**src/memory/bootRom.hex**
```
03 0A 11 18 1F 26 2D 34 3B 42 49 50 57 5E 65 6C 73 7A 81 88 8F 96 9D A4 AB B2 B9 C0 C7 CE D5 DC
E3 EA F1 F8 FF 06 0D 14 1B 22 29 30 37 3E 45 4C 53 5A 61 68 6F 76 7D 84 8B 92 99 A0 A7 AE B5 BC
C3 CA D1 D8 DF E6 ED F4 FB 02 09 10 17 1E 25 2C 33 3A 41 48 4F 56 5D 64 6B 72 79 80 87 8E 95 9C
A3 AA B1 B8 BF C6 CD D4 DB E2 E9 F0 F7 FE 05 0C 13 1A 21 28 2F 36 3D 44 4B 52 59 60 67 6E 75 7C
83 8A 91 98 9F A6 AD B4 BB C2 C9 D0 D7 DE E5 EC F3 FA 01 08 0F 16 1D 24 2B 32 39 40 47 4E 55 5C
63 6A 71 78 7F 86 8D 94 9B A2 A9 B0 B7 BE C5 CC D3 DA E1 E8 EF F6 FD 04 0B 12 19 20 27 2E 35 3C
43 4A 51 58 5F 66 6D 74 7B 82 89 90 97 9E A5 AC B3 BA C1 C8 CF D6 DD E4 EB F2 F9 00 07 0E 15 1C
23 2A 31 38 3F 46 4D 54 5B 62 69 70 77 7E 85 8C 93 9A A1 A8 AF B6 BD C4 CB D2 D9 E0 E7 EE F5 FC
03 0A 11 18 1F 26 2D 34 3B 42 49 50 57 5E 65 6C 73 7A 81 88 8F 96 9D A4 AB B2 B9 C0 C7 CE D5 DC
E3 EA F1 F8 FF 06 0D 14 1B 22 29 30 37 3E 45 4C 53 5A 61 68 6F 76 7D 84 8B 92 99 A0 A7 AE B5 BC
C3 CA D1 D8 DF E6 ED F4 FB 02 09 10 17 1E 25 2C 33 3A 41 48 4F 56 5D 64 6B 72 79 80 87 8E 95 9C
A3 AA B1 B8 BF C6 CD D4 DB E2 E9 F0 F7 FE 05 0C 13 1A 21 28 2F 36 3D 44 4B 52 59 60 67 6E 75 7C
83 8A 91 98 9F A6 AD B4 BB C2 C9 D0 D7 DE E5 EC F3 FA 01 08 0F 16 1D 24 2B 32 39 40 47 4E 55 5C
63 6A 71 78 7F 86 8D 94 9B A2 A9 B0 B7 BE C5 CC D3 DA E1 E8 EF F6 FD 04 0B 12 19 20 27 2E 35 3C
43 4A 51 58 5F 66 6D 74 7B 82 89 90 97 9E A5 AC B3 BA C1 C8 CF D6 DD E4 EB F2 F9 00 07 0E 15 1C
23 2A 31 38 3F 46 4D 54 5B 62 69 70 77 7E 85 8C 93 9A A1 A8 AF B6 BD C4 CB D2 D9 E0 E7 EE F5 FC

```
**src/common/sbcPkg.sv**
```systemverilog
// shared bus definitions for the S-100 glue; assumes one bus cycle in flight and no back-pressure
`default_nettype none

package sbcPkg;

    //////////////////////////////////////////////////////////////////////
    // bus cycle kinds issued by the CPU side
    //////////////////////////////////////////////////////////////////////
    typedef enum logic [1:0] {
        MEM_READ  = 2'b00,                  // memory read
        MEM_WRITE = 2'b01,                  // memory write
        IO_READ   = 2'b10,                  // IN instruction
        IO_WRITE  = 2'b11                   // OUT instruction
    } busKind;

    localparam int DATA_WIDTH = 8;          // data bus byte
    localparam int ADDR_WIDTH = 16;         // Z80 address space

    //////////////////////////////////////////////////////////////////////
    // on-board I/O ports
    //////////////////////////////////////////////////////////////////////
    localparam logic [7:0] PORT_LEDBAR  = 8'h06;    // LED bar, readback too
    localparam logic [7:0] PORT_MISC    = 8'h07;    // misc control
    localparam logic [7:0] PORT_RAMPAGE = 8'h36;    // out = RAM page, in = switches
    localparam logic [7:0] PORT_PANEL   = 8'hFF;    // front panel lamps

    // misc register bit positions
    localparam int MISC_ROMBANK = 0;        // selects upper ROM half
    localparam int MISC_ROMOFF  = 1;        // ROM window off, RAM everywhere

    //////////////////////////////////////////////////////////////////////
    // memory map
    //////////////////////////////////////////////////////////////////////
    localparam logic [7:0] ROM_PAGE = 8'h00;    // high byte of the ROM window
    localparam int ROM_BYTES = 512;             // two banks of 256
    localparam int ROM_AW    = 9;               // bank bit plus low address byte

    // added wait cycles per target
    localparam int WAIT_WIDTH = 2;
    localparam logic [WAIT_WIDTH-1:0] ROM_WAITS = 2'd2;
    localparam logic [WAIT_WIDTH-1:0] RAM_WAITS = 2'd0;
    localparam logic [WAIT_WIDTH-1:0] IO_WAITS  = 2'd1;

endpackage

`default_nettype wire
```
**src/rtl/s100Glue.sv**
```systemverilog
// CPU side is a one-cycle busReq strobe with no back-pressure; latency is 2 RAM, 4 ROM, 3 I/O
`timescale 1ns/10ps
`default_nettype none

module s100Glue (
    input  logic                           pll0_2MHz,
    input  logic                           n_reset,
    input  logic                           busReq,
    input  sbcPkg::busKind                 busKind,
    input  logic [sbcPkg::ADDR_WIDTH-1:0]  busAddr,
    input  logic [sbcPkg::DATA_WIDTH-1:0]  busWData,
    output logic                           cycleDone,
    output logic [sbcPkg::DATA_WIDTH-1:0]  readData,
    // RAM chip
    output logic [sbcPkg::ADDR_WIDTH-1:0]  ramAddr,
    output logic                           ramA16,
    output logic                           ramNCs,
    output logic                           ramNOe,
    output logic                           ramNWr,
    output logic [sbcPkg::DATA_WIDTH-1:0]  biDataOut,
    output logic                           biDataOe,
    input  logic [sbcPkg::DATA_WIDTH-1:0]  biDataIn,
    // board I/O
    input  logic [sbcPkg::DATA_WIDTH-1:0]  ioByteSw,
    output logic [sbcPkg::DATA_WIDTH-1:0]  sbcLeds,
    output logic [sbcPkg::DATA_WIDTH-1:0]  frontPanel,
    // S-100 bus
    input  logic [sbcPkg::DATA_WIDTH-1:0]  s100DataIn,
    output logic [sbcPkg::ADDR_WIDTH-1:0]  s100Addr,
    output logic                           sMemr,
    output logic                           sInp,
    output logic                           sOut,
    output logic                           nSWo,
    output logic                           pSync,
    output logic                           pDbin,
    output logic                           nPWr,
    output logic [sbcPkg::DATA_WIDTH-1:0]  s100DataOut
);

    logic                          romBank;
    logic                          romOff;
    logic                          ramPage;
    logic                          memDone;
    logic [sbcPkg::DATA_WIDTH-1:0] memRData;
    logic                          ioDone;
    logic [sbcPkg::DATA_WIDTH-1:0] ioRData;

    memMap memMapInst (
        .pll0_2MHz (pll0_2MHz), .n_reset (n_reset),
        .busReq    (busReq),    .busKind (busKind),
        .busAddr   (busAddr),   .busWData (busWData),
        .romBank   (romBank),   .romOff  (romOff),    .ramPage (ramPage),
        .ramAddr   (ramAddr),   .ramA16  (ramA16),
        .ramNCs    (ramNCs),    .ramNOe  (ramNOe),    .ramNWr  (ramNWr),
        .biDataOut (biDataOut), .biDataOe (biDataOe), .biDataIn (biDataIn),
        .memDone   (memDone),   .memRData (memRData)
    );

    ioPorts ioPortsInst (
        .pll0_2MHz  (pll0_2MHz),  .n_reset    (n_reset),
        .busReq     (busReq),     .busKind    (busKind),
        .busAddr    (busAddr),    .busWData   (busWData),
        .ioByteSw   (ioByteSw),   .s100DataIn (s100DataIn),
        .sbcLeds    (sbcLeds),    .frontPanel (frontPanel),
        .romBank    (romBank),    .romOff     (romOff),     .ramPage (ramPage),
        .ioDone     (ioDone),     .ioRData    (ioRData)
    );

    busCycle busCycleInst (
        .pll0_2MHz   (pll0_2MHz),   .n_reset   (n_reset),
        .busReq      (busReq),      .busKind   (busKind),
        .busAddr     (busAddr),     .busWData  (busWData),
        .memDone     (memDone),     .memRData  (memRData),
        .ioDone      (ioDone),      .ioRData   (ioRData),
        .s100Addr    (s100Addr),
        .sMemr       (sMemr),       .sInp      (sInp),
        .sOut        (sOut),        .nSWo      (nSWo),
        .pSync       (pSync),       .pDbin     (pDbin),      .nPWr (nPWr),
        .s100DataOut (s100DataOut),
        .cycleDone   (cycleDone),   .readData  (readData)
    );

endmodule

`default_nettype wire

```
**src/rtl/busCycle.sv**
```systemverilog
// status and address hold from one request to the next; exactly one of memDone/ioDone fires per cycle
`timescale 1ns/10ps
`default_nettype none

module busCycle (
    input  logic                           pll0_2MHz,
    input  logic                           n_reset,
    input  logic                           busReq,
    input  sbcPkg::busKind                 busKind,
    input  logic [sbcPkg::ADDR_WIDTH-1:0]  busAddr,
    input  logic [sbcPkg::DATA_WIDTH-1:0]  busWData,
    input  logic                           memDone,
    input  logic [sbcPkg::DATA_WIDTH-1:0]  memRData,
    input  logic                           ioDone,
    input  logic [sbcPkg::DATA_WIDTH-1:0]  ioRData,
    output logic [sbcPkg::ADDR_WIDTH-1:0]  s100Addr,
    output logic                           sMemr,
    output logic                           sInp,
    output logic                           sOut,
    output logic                           nSWo,        // low on any write
    output logic                           pSync,
    output logic                           pDbin,
    output logic                           nPWr,
    output logic [sbcPkg::DATA_WIDTH-1:0]  s100DataOut,
    output logic                           cycleDone,
    output logic [sbcPkg::DATA_WIDTH-1:0]  readData
);

    logic isIo;
    logic isRead;
    logic anyDone;

    assign isIo    = (busKind == sbcPkg::IO_READ) || (busKind == sbcPkg::IO_WRITE);
    assign isRead  = (busKind == sbcPkg::MEM_READ) || (busKind == sbcPkg::IO_READ);
    assign anyDone = memDone || ioDone;

    //////////////////////////////////////////////////////////////////////
    // S-100 status, latched at request
    //////////////////////////////////////////////////////////////////////
    always_ff @(posedge pll0_2MHz) begin
        if (!n_reset) begin
            sMemr <= 1'b0;
            sInp  <= 1'b0;
            sOut  <= 1'b0;
            nSWo  <= 1'b1;
        end else if (busReq) begin
            sMemr <= (busKind == sbcPkg::MEM_READ);
            sInp  <= (busKind == sbcPkg::IO_READ);
            sOut  <= (busKind == sbcPkg::IO_WRITE);
            nSWo  <= isRead;                                  // active low write out
        end
    end

    // address and write data
    always_ff @(posedge pll0_2MHz) begin
        if (busReq) begin
            s100Addr <= isIo ? {8'h00, busAddr[7:0]} : busAddr;   // A15-8 zero on I/O
            if (!isRead) begin
                s100DataOut <= busWData;
            end
        end
    end

    //////////////////////////////////////////////////////////////////////
    // control strobes
    //////////////////////////////////////////////////////////////////////
    always_ff @(posedge pll0_2MHz) begin
        if (!n_reset) begin
            pSync <= 1'b0;
            pDbin <= 1'b0;
            nPWr  <= 1'b1;
        end else begin
            pSync <= busReq;                                  // first bus state only
            if (busReq) begin
                pDbin <= isRead;
                nPWr  <= isRead;
            end else if (anyDone) begin
                pDbin <= 1'b0;                                // drops as cycleDone rises
                nPWr  <= 1'b1;
            end
        end
    end

    // merge the two completion paths
    always_ff @(posedge pll0_2MHz) begin
        if (!n_reset) begin
            cycleDone <= 1'b0;
        end else begin
            cycleDone <= anyDone;
        end
    end

    always_ff @(posedge pll0_2MHz) begin
        if (anyDone) begin
            readData <= memDone ? memRData : ioRData;         // whichever side finished
        end
    end

endmodule

`default_nettype wire

```
**src/rtl/ioPorts.sv**
```systemverilog
// only ports 06, 07, 36 and FF hold state; other IN ports read the S-100 data-in bus
`timescale 1ns/10ps
`default_nettype none

module ioPorts (
    input  logic                           pll0_2MHz,
    input  logic                           n_reset,
    input  logic                           busReq,
    input  sbcPkg::busKind                 busKind,
    input  logic [sbcPkg::ADDR_WIDTH-1:0]  busAddr,     // low byte is the port
    input  logic [sbcPkg::DATA_WIDTH-1:0]  busWData,
    input  logic [sbcPkg::DATA_WIDTH-1:0]  ioByteSw,    // board switches
    input  logic [sbcPkg::DATA_WIDTH-1:0]  s100DataIn,
    output logic [sbcPkg::DATA_WIDTH-1:0]  sbcLeds,     // low lights an LED
    output logic [sbcPkg::DATA_WIDTH-1:0]  frontPanel,
    output logic                           romBank,
    output logic                           romOff,
    output logic                           ramPage,
    output logic                           ioDone,
    output logic [sbcPkg::DATA_WIDTH-1:0]  ioRData
);

    logic [sbcPkg::DATA_WIDTH-1:0] ledReg;
    logic [sbcPkg::DATA_WIDTH-1:0] miscReg;
    logic [sbcPkg::DATA_WIDTH-1:0] panelReg;
    logic                          pageReg;
    logic [7:0]                    portQ;
    logic [sbcPkg::DATA_WIDTH-1:0] wDataQ;
    logic [sbcPkg::WAIT_WIDTH-1:0] waitCnt;
    logic                          active;
    logic                          isWrite;
    logic                          ioKind;

    assign ioKind = (busKind == sbcPkg::IO_READ) || (busKind == sbcPkg::IO_WRITE);

    //////////////////////////////////////////////////////////////////////
    // cycle timing
    //////////////////////////////////////////////////////////////////////
    always_ff @(posedge pll0_2MHz) begin
        if (!n_reset) begin
            active  <= 1'b0;
            waitCnt <= '0;
        end else if (busReq && ioKind) begin
            active  <= 1'b1;
            waitCnt <= sbcPkg::IO_WAITS;
        end else if (ioDone) begin
            active  <= 1'b0;
        end else if (active) begin
            waitCnt <= waitCnt - 1'b1;
        end
    end

    always_ff @(posedge pll0_2MHz) begin
        if (busReq && ioKind) begin
            portQ   <= busAddr[7:0];                          // Z80 puts A on the high byte
            wDataQ  <= busWData;
            isWrite <= (busKind == sbcPkg::IO_WRITE);
        end
    end

    assign ioDone = active && (waitCnt == '0);

    //////////////////////////////////////////////////////////////////////
    // port registers, loaded as the done cycle closes
    //////////////////////////////////////////////////////////////////////
    always_ff @(posedge pll0_2MHz) begin
        if (!n_reset) begin
            ledReg   <= '0;                                   // LEDs dark
            miscReg  <= '0;                                   // ROM on, bank 0
            panelReg <= '0;
            pageReg  <= 1'b0;
        end else if (ioDone && isWrite) begin
            case (portQ)
                sbcPkg::PORT_LEDBAR:  ledReg   <= wDataQ;
                sbcPkg::PORT_MISC:    miscReg  <= wDataQ;
                sbcPkg::PORT_RAMPAGE: pageReg  <= wDataQ[0];  // only D0 kept
                sbcPkg::PORT_PANEL:   panelReg <= wDataQ;
                default: ;                                    // unlisted port, ignored
            endcase
        end
    end

    // read mux
    always_comb begin
        case (portQ)
            sbcPkg::PORT_LEDBAR:  ioRData = ledReg;
            sbcPkg::PORT_RAMPAGE: ioRData = ioByteSw;
            default:              ioRData = s100DataIn;       // off-board card answers
        endcase
    end

    assign sbcLeds    = ~ledReg;                              // inverted drive
    assign frontPanel = panelReg;
    assign romBank    = miscReg[sbcPkg::MISC_ROMBANK];
    assign romOff     = miscReg[sbcPkg::MISC_ROMOFF];
    assign ramPage    = pageReg;

endmodule

`default_nettype wire

```
**src/memory/memMap.sv**
```systemverilog
// ROM window 0000-00FF only while romOff is clear; ROM image comes from memory/bootRom.hex
`timescale 1ns/10ps
`default_nettype none

module memMap (
    input  logic                           pll0_2MHz,
    input  logic                           n_reset,
    input  logic                           busReq,      // one-cycle request strobe
    input  sbcPkg::busKind                 busKind,
    input  logic [sbcPkg::ADDR_WIDTH-1:0]  busAddr,
    input  logic [sbcPkg::DATA_WIDTH-1:0]  busWData,
    input  logic                           romBank,     // from misc port
    input  logic                           romOff,
    input  logic                           ramPage,     // from port 36 bit 0
    output logic [sbcPkg::ADDR_WIDTH-1:0]  ramAddr,
    output logic                           ramA16,
    output logic                           ramNCs,
    output logic                           ramNOe,
    output logic                           ramNWr,
    output logic [sbcPkg::DATA_WIDTH-1:0]  biDataOut,
    output logic                           biDataOe,
    input  logic [sbcPkg::DATA_WIDTH-1:0]  biDataIn,
    output logic                           memDone,
    output logic [sbcPkg::DATA_WIDTH-1:0]  memRData
);

    logic [sbcPkg::DATA_WIDTH-1:0] romMem [sbcPkg::ROM_BYTES];
    logic [sbcPkg::ROM_AW-1:0]     romIdx;
    logic [sbcPkg::ADDR_WIDTH-1:0] addrQ;
    logic [sbcPkg::DATA_WIDTH-1:0] wDataQ;
    logic [sbcPkg::DATA_WIDTH-1:0] romDataQ;
    logic [sbcPkg::WAIT_WIDTH-1:0] waitCnt;
    logic                          active;
    logic                          isWrite;
    logic                          isRom;
    logic                          memKind;
    logic                          romHit;
    logic                          ramSel;

    initial $readmemh("/design/src/memory/bootRom.hex", romMem);

    //////////////////////////////////////////////////////////////////////
    // decode at request time
    //////////////////////////////////////////////////////////////////////
    assign memKind = (busKind == sbcPkg::MEM_READ) || (busKind == sbcPkg::MEM_WRITE);
    assign romHit  = (busKind == sbcPkg::MEM_READ) && !romOff
                     && (busAddr[sbcPkg::ADDR_WIDTH-1 -: 8] == sbcPkg::ROM_PAGE);
    assign romIdx  = {romBank, busAddr[7:0]};                 // bank bit on top

    // wait counter, memDone once it has run down
    always_ff @(posedge pll0_2MHz) begin
        if (!n_reset) begin
            active  <= 1'b0;
            waitCnt <= '0;
        end else if (busReq && memKind) begin
            active  <= 1'b1;
            waitCnt <= romHit ? sbcPkg::ROM_WAITS : sbcPkg::RAM_WAITS;
        end else if (memDone) begin
            active  <= 1'b0;                                  // cycle finished
        end else if (active) begin
            waitCnt <= waitCnt - 1'b1;                        // one wait state gone
        end
    end

    // cycle payload, held for the whole cycle
    always_ff @(posedge pll0_2MHz) begin
        if (busReq && memKind) begin
            addrQ    <= busAddr;
            wDataQ   <= busWData;
            isWrite  <= (busKind == sbcPkg::MEM_WRITE);
            isRom    <= romHit;
            romDataQ <= romMem[romIdx];                       // registered ROM output
        end
    end

    assign memDone = active && (waitCnt == '0);

    //////////////////////////////////////////////////////////////////////
    // RAM chip pins
    //////////////////////////////////////////////////////////////////////
    assign ramSel    = active && !isRom;                      // ROM window writes shadow here
    assign ramAddr   = addrQ;
    assign ramA16    = ramPage && !addrQ[sbcPkg::ADDR_WIDTH-1];   // upper 32K never paged
    assign ramNCs    = !ramSel;
    assign ramNOe    = !(ramSel && !isWrite);
    assign ramNWr    = !(ramSel && isWrite);
    assign biDataOe  = ramSel && isWrite;                     // drive chip data on writes
    assign biDataOut = wDataQ;

    assign memRData  = isRom ? romDataQ : biDataIn;           // RAM sampled in memDone cycle

endmodule

`default_nettype wire

```
**config.mk**
```make
export PLATFORM = sky130hd
export DESIGN_NAME = s100Glue
export DESIGN_NICKNAME = d
export VERILOG_FILES = /design/src/common/sbcPkg.sv /design/src/rtl/s100Glue.sv /design/src/rtl/busCycle.sv /design/src/rtl/ioPorts.sv /design/src/memory/memMap.sv
export SDC_FILE = /design/constraint.sdc
export NUM_CORES = 1
export LEC_CHECK = 0
export BUFFER_PORTS_ARGS = -buffer_cell sky130_fd_sc_hd__clkbuf_2
export CORE_MARGIN = 2
export CORE_UTILIZATION = 42
export CTS_CLUSTER_SIZE = 24
export DETAILED_ROUTE_END_ITERATION = 8
export PLACE_DENSITY = 0.69
export RECOVER_POWER = 50
export SYNTH_ARGS = -nofsm -noshare
export SYNTH_HDL_FRONTEND = slang
export SYNTH_HIERARCHICAL = 1
export SYNTH_SLANG_ARGS = --single-unit
```
**constraint.sdc**
```tcl
create_clock -name pll0_2MHz -period 5.79 [get_ports pll0_2MHz]
set_input_delay 0.579 -clock pll0_2MHz [delete_from_list [all_inputs] [get_ports pll0_2MHz]]
set_output_delay 0.579 -clock pll0_2MHz [all_outputs]
set_load 0.1 [all_outputs]
```
==> flow_metrics.env, run 1 <==
export IMPL_cts_buffer_depth=2
export IMPL_status="finished, final reports clean"
export IMPL_rr_startpoint="ioPortsInst/portQ[7]"
export IMPL_hold_path_end="busCycleInst/s100DataOut[5]"
export IMPL_drive_above_1_share_pct=25.5
export IMPL_grt_first_pass_wirelength_um=12800
export IMPL_cts_sinks=107
export IMPL_antennaDiodeCount=0
export IMPL_synth_fp_nets=337
export IMPL_worstHoldStart="busWData[5]"
export IMPL_tightest_slew_ns=1.45
export IMPL_io_buffer_count=137
export IMPL_gp_congestion=0.791
export IMPL_path_cells="clkbuf_1 > nand2b_1 > inv_1 > nand3_1 > o22ai_2"
export IMPL_critPathArrivalTime_ns=3.03
export IMPL_cp_top_family="buffers and inverters"
export IMPL_viasPerCell=4.76
export IMPL_rsz0062_at_grt="no"
export IMPL_r2r_end="busCycleInst/readData[5]"
export IMPL_setup_viol_count_final=0
export IMPL_post_cts_resized=0
export IMPL_timing_final_hold_violations=0
export IMPL_drt_total_wl_um=8610
export IMPL_grt_max_degree=38
export IMPL_worst_hold_slack_ns=0.437
export IMPL_root_buffer="clkbuf_8"
export IMPL_firstDrtPassIters=4
export IMPL_cts_tree="done"
export IMPL_ant_nets=0
export IMPL_cp_required_ns=6.09
export IMPL_max_freq_ghz=0.367
export IMPL_wire_per_inst_um=15.7
export IMPL_avgSynthCellArea_um2=14.5
export IMPL_die_w_um=103
export IMPL_critPathLaunchType="primary input"
export IMPL_worstSkewPairLatency_ns=0.36
export IMPL_hp_class="in -> reg"
export IMPL_power_leakage_nw=1.80
export IMPL_maxSlewHeadroom_pct=3.27
export IMPL_floorplan_die_area_um2=10500
export IMPL_yosysWarningCount=6
export IMPL_hold_path_depth=1
export IMPL_path_clk_slew_ns=0.10
export IMPL_core_um2=9330
export IMPL_via_count=2608
export IMPL_finalSetupTns_ns=0
export IMPL_clock_skew_ns=0.0102
export IMPL_critPathMaxFanout=30
export IMPL_vdd_drop_max_v=0.000173
export IMPL_drv_slew=0
export IMPL_r2r_setup_slack_ns=3.36
export IMPL_slowest_stage="clkbuf_1"
export IMPL_period_share_pct=47.1
export IMPL_htree_levels=3
export IMPL_gr_usage_all_layers_pct=16.7
export IMPL_period_needed_ns=2.73
export IMPL_n_fill_cell=817
export IMPL_setup_worst_path_end_class="register"
export IMPL_start_util_pct=43.7
export IMPL_overflow=0
export IMPL_drc=0
export IMPL_cap_violations=0
export IMPL_drtIter0Drc=122
export IMPL_die_y_um=103
export IMPL_hold_buffers=0
export IMPL_dp_hpwl_um=6310
export IMPL_synthesis_area_um2=4080
export IMPL_path_class="in -> reg"
export IMPL_cts_made_buffers=9
export IMPL_syn_instance_count=282
export IMPL_grt_pass1_vias=2474
export IMPL_fin_nets=469
export IMPL_area_growth_pct=21.4
export IMPL_placementRows=35
export IMPL_power_density_nw_per_um2=327
export IMPL_post_cts_buffers=0
export IMPL_max_stage_delay_ns=1.03
export IMPL_ios=138
export IMPL_crit_buf_inv=2
export IMPL_r2r_cells=4
export IMPL_antenna_found_initial=0
-- layout by cell type, fill, tap and decap left out, types with 4 or more instances in the layout --
master,instances
clkbuf_2,82
edfxtp_1,75
clkbuf_1,55
dfxtp_1,32
nand2_1,32
mux2i_1,18
inv_1,17
nor2b_1,12
clkbuf_8,10
mux2_1,8
a22oi_1,8
o2bb2ai_1,8
nand2b_1,6
nand3_1,5
nor4_1,5
a21oi_1,4
-- worst reg2reg max path: stages, from the launching register on --
cell and delay [ns]:
edfxtp_1 0.49, nor4bb_2 0.80, o21bai_1 0.38, o2bb2ai_1 0.23
mux2_1 0.31
-- per-stage QoR --
stage / cells / instance area (µm²) / setup WS [ns] / power [mW] / util [%]
5_1_grt: 548 / 4950 / 2.72 / 1.68 / 53.1
4_1_cts: 548 / 5020 / 3.33 / 1.64 / 53.9
6_report: 548 / 4950 / 3.06 / 1.62 / 53.1
3_3_place_gp: 532 / 4840 / 3.29 / 1.22 / 51.9
2_1_floorplan: 282 / 4080 / 2.95 / 1.16 / -
3_5_place_dp: 532 / 4840 / 3.23 / 1.22 / 51.9
-- where the power goes --
part / internal [mW] / switching (mW) / total, mW
Combinational: 0.0410 / 0.276 / 0.317
Clock: 0.172 / 0.249 / 0.421
Sequential: 0.864 / 0.0152 / 0.879
Total: 1.08 / 0.540 / 1.62
-- routing by layer --
metal,track usage [%],wire length [µm],vias up
met5,0,0,-
met4,7.69,136,0
met3,3.25,396,10
met2,26.7,4260,75
met1,22.0,3820,1246
li1,-,-,1277
-- sequential cells by signal, indices dropped and copies added (netlist names), 2 cells and up --
signal,cells
busCycleInst/readData,8
busCycleInst/s100DataOut,8
busCycleInst/s100Addr,16
ioPortsInst/waitCnt,2
ioPortsInst/portQ,8
ioPortsInst/wDataQ,8
ioPortsInst/ledReg,8
memMapInst/ramAddr,16
memMapInst/biDataOut,8
ioPortsInst/frontPanel,8
memMapInst/waitCnt,2
-- worst max-delay path by stage --
stage | to | startpoint | depth (start not counted) | slack [ns]
finish | memMapInst/waitCnt[1] | busReq | 5 | 3.06
global route | memMapInst/waitCnt[1] | busReq | 5 | 2.72
CTS | busCycleInst/readData[5] | ioPortsInst/portQ[7] | 4 | 3.33
detailed placement | memMapInst/waitCnt[1] | busReq | 5 | 3.23
global placement | memMapInst/waitCnt[1] | busReq | 5 | 3.29
floorplan | ramA16 | memMapInst/ramAddr[15] | 1 | 2.95
-- final cells by class --
type	instances	area, µm²	area share, %
clock buffer	10	138	2.78
timing repair buffer	137	617	12.5
sequential	107	2890	58.5
inverter	17	63.8	1.29
clock inverter	6	47.5	0.961
multi-input combinational	142	1030	20.8
tap	129	161	3.26
Power figures use the tool's default switching activity.
==> run 2, diff against run 1 <==
clock period = 2.64 ns   (was 5.79 ns; I/O delays follow)
==> run 2 against run 1 <==
  * Routed wire length is 3.1% higher
  * Die area stayed put
  * Largest cell class unchanged
  * Design area is 1.5% higher
  * Via count is 2.5% higher
  * Highest routed layer unchanged
  * First-iteration DRC count is 12% higher
  * Critical path depth stayed put
  * Worst setup slack worse by 2.4 ns
  * Clock-buffer cell count is 3 higher
  * Worst hold slack worse by 0.31 ns
  * Clock skew is 0.0036 ns higher
  * Sequential share of layout area is 0.84 points lower
==> flow_metrics.env, run 2 (synthesis results as in run 1) <==
export IMPL_area_growth_pct=23.2
export IMPL_multi_input_area_um2=1030
export IMPL_cp_top_family="simple AND/OR/NAND/NOR gates"
export IMPL_hold_buffers=0
export IMPL_finalSetupTns_ns=0
export IMPL_drive_above_1_share_pct=32.5
export IMPL_drt_total_wl_um=8870
export IMPL_htree_levels=3
export IMPL_vdd_drop_max_v=0.000334
export IMPL_setup_viol_count_final=0
export IMPL_die_w_um=103
export IMPL_instances_no_fill=553
export IMPL_clock_skew_ns=0.0138
export IMPL_critPathMaxFanout=8
export IMPL_status="finished, final reports clean"
export IMPL_viasPerCell=4.83
export IMPL_final_common_cell="clkbuf_2"
export IMPL_placementRows=35
export IMPL_antenna_found_initial=0
export IMPL_maxSlewHeadroom_pct=28.1
export IMPL_ant_nets=0
export IMPL_cts_sinks=107
export IMPL_path_class="reg -> reg"
export IMPL_drc=0
export IMPL_via_count=2672
export IMPL_period_needed_ns=1.98
export IMPL_crit_buf_inv=1
export IMPL_core_um2=9330
export IMPL_cts_buffer_depth=2
export IMPL_max_freq_ghz=0.504
export IMPL_cp_required_ns=2.93
export IMPL_root_buffer="clkbuf_8"
export IMPL_timing_final_hold_violations=0
export IMPL_fin_nets=474
export IMPL_gr_usage_all_layers_pct=16.9
export IMPL_period_share_pct=75.1
export IMPL_grt_util_met2_pct=27.0
export IMPL_met1_usage_pct=22.5
export IMPL_drv_slew=0
export IMPL_path_cells="inv_1 > ha_1 > nand3_1 > nor4_4 > mux2i_1"
export IMPL_critPathArrivalTime_ns=2.27
export IMPL_critPathLaunchType="register"
export IMPL_max_stage_delay_ns=0.82
export IMPL_cts_made_buffers=9
export IMPL_grt_pass1_vias=2527
export IMPL_die_y_um=103
export IMPL_power_density_nw_per_um2=715
export IMPL_hp_class="in -> reg"
export IMPL_placed_cells=537
export IMPL_grt_max_degree=38
export IMPL_power_leakage_nw=1.90
export IMPL_worstSkewPairLatency_ns=0.36
export IMPL_final_core_util_pct=53.8
export IMPL_grt_first_pass_wirelength_um=13100
export IMPL_firstDrtPassIters=7
export IMPL_path_clk_slew_ns=0.10
export IMPL_start_util_pct=43.7
export IMPL_drtIter0Drc=137
export IMPL_cts_tree="done"
export IMPL_n_fill_cell=821
export IMPL_ios=138
export IMPL_gp_congestion=0.762
export IMPL_floorplan_die_area_um2=10500
export IMPL_grt_busiest_layer="met2"
export IMPL_wire_per_inst_um=16.0
export IMPL_io_buffer_count=137
export IMPL_ff_latch_area_um2=2890
export IMPL_tightest_slew_ns=1.08
export IMPL_rsz0062_at_grt="no"
export IMPL_setup_worst_path_end_class="register"
export IMPL_grt_use_met3_pct=3.46
export IMPL_overflow=0
export IMPL_antennaDiodeCount=0
export IMPL_slowest_stage="nor4_4"
export IMPL_layout_common_cells="clkbuf_2 (112), edfxtp_1 (75), dfxtp_1 (32), nand2_1 (32), clkbuf_1 (29)"
export IMPL_post_cts_buffers=0
export IMPL_dp_hpwl_um=6630
export IMPL_cap_violations=0
export IMPL_post_cts_resized=0
==> run 2: final cells by class <==
type | instances | area share [%]
Clock inverter | 3 | 0.424
Sequential cell | 107 | 57.6
Inverter | 17 | 1.27
Timing Repair Buffer | 142 | 13.6
Multi-Input combinational cell | 142 | 20.5
Clock buffer | 13 | 3.39
Tap cell | 129 | 3.21
==> run 2: final timing paths <==
kind | startpoint | endpoint | slack, ns | depth (start not counted)
max | ioPortsInst/waitCnt[0] | ioPortsInst/frontPanel[1] | 0.66 | 5
min reg2reg | ioPortsInst/frontPanel[3] | ioPortsInst/frontPanel[3] | 0.47 | 2
min | busAddr[15] | memMapInst/ramAddr[15] | 0.13 | 1
max reg2reg | ioPortsInst/waitCnt[0] | ioPortsInst/frontPanel[1] | 0.66 | 5
==> run 2: stage by stage <==
step | hold WS [ns] | setup WS (ns) | power (mW) | cell area, µm²
global placement | 0.445 | 0.742 | 2.68 | 4880
global route | 0.122 | 0.525 | 3.72 | 5020
CTS | 0.0917 | 0.629 | 3.63 | 5070
detailed placement | 0.457 | 0.660 | 2.68 | 4880
floorplan | 0.344 | 0.119 | 2.54 | 4080
finish | 0.128 | 0.657 | 3.59 | 5020
==> run 2: power breakdown <==
group	total, mW	switching, mW	internal (mW)	leakage, nW
sequential	1.93	0.0325	1.89	0.966
clock	0.955	0.527	0.428	0.0948
combinational	0.707	0.607	0.0999	0.842
total	3.59	1.17	2.42	1.90
==> run 2: routing by layer <==
metal / wire, µm / part of all wire [%]
met1: 3750 / 42
met2: 4410 / 50
met3: 517 / 5.8
met4: 197 / 2.2
met5: 0 / 0
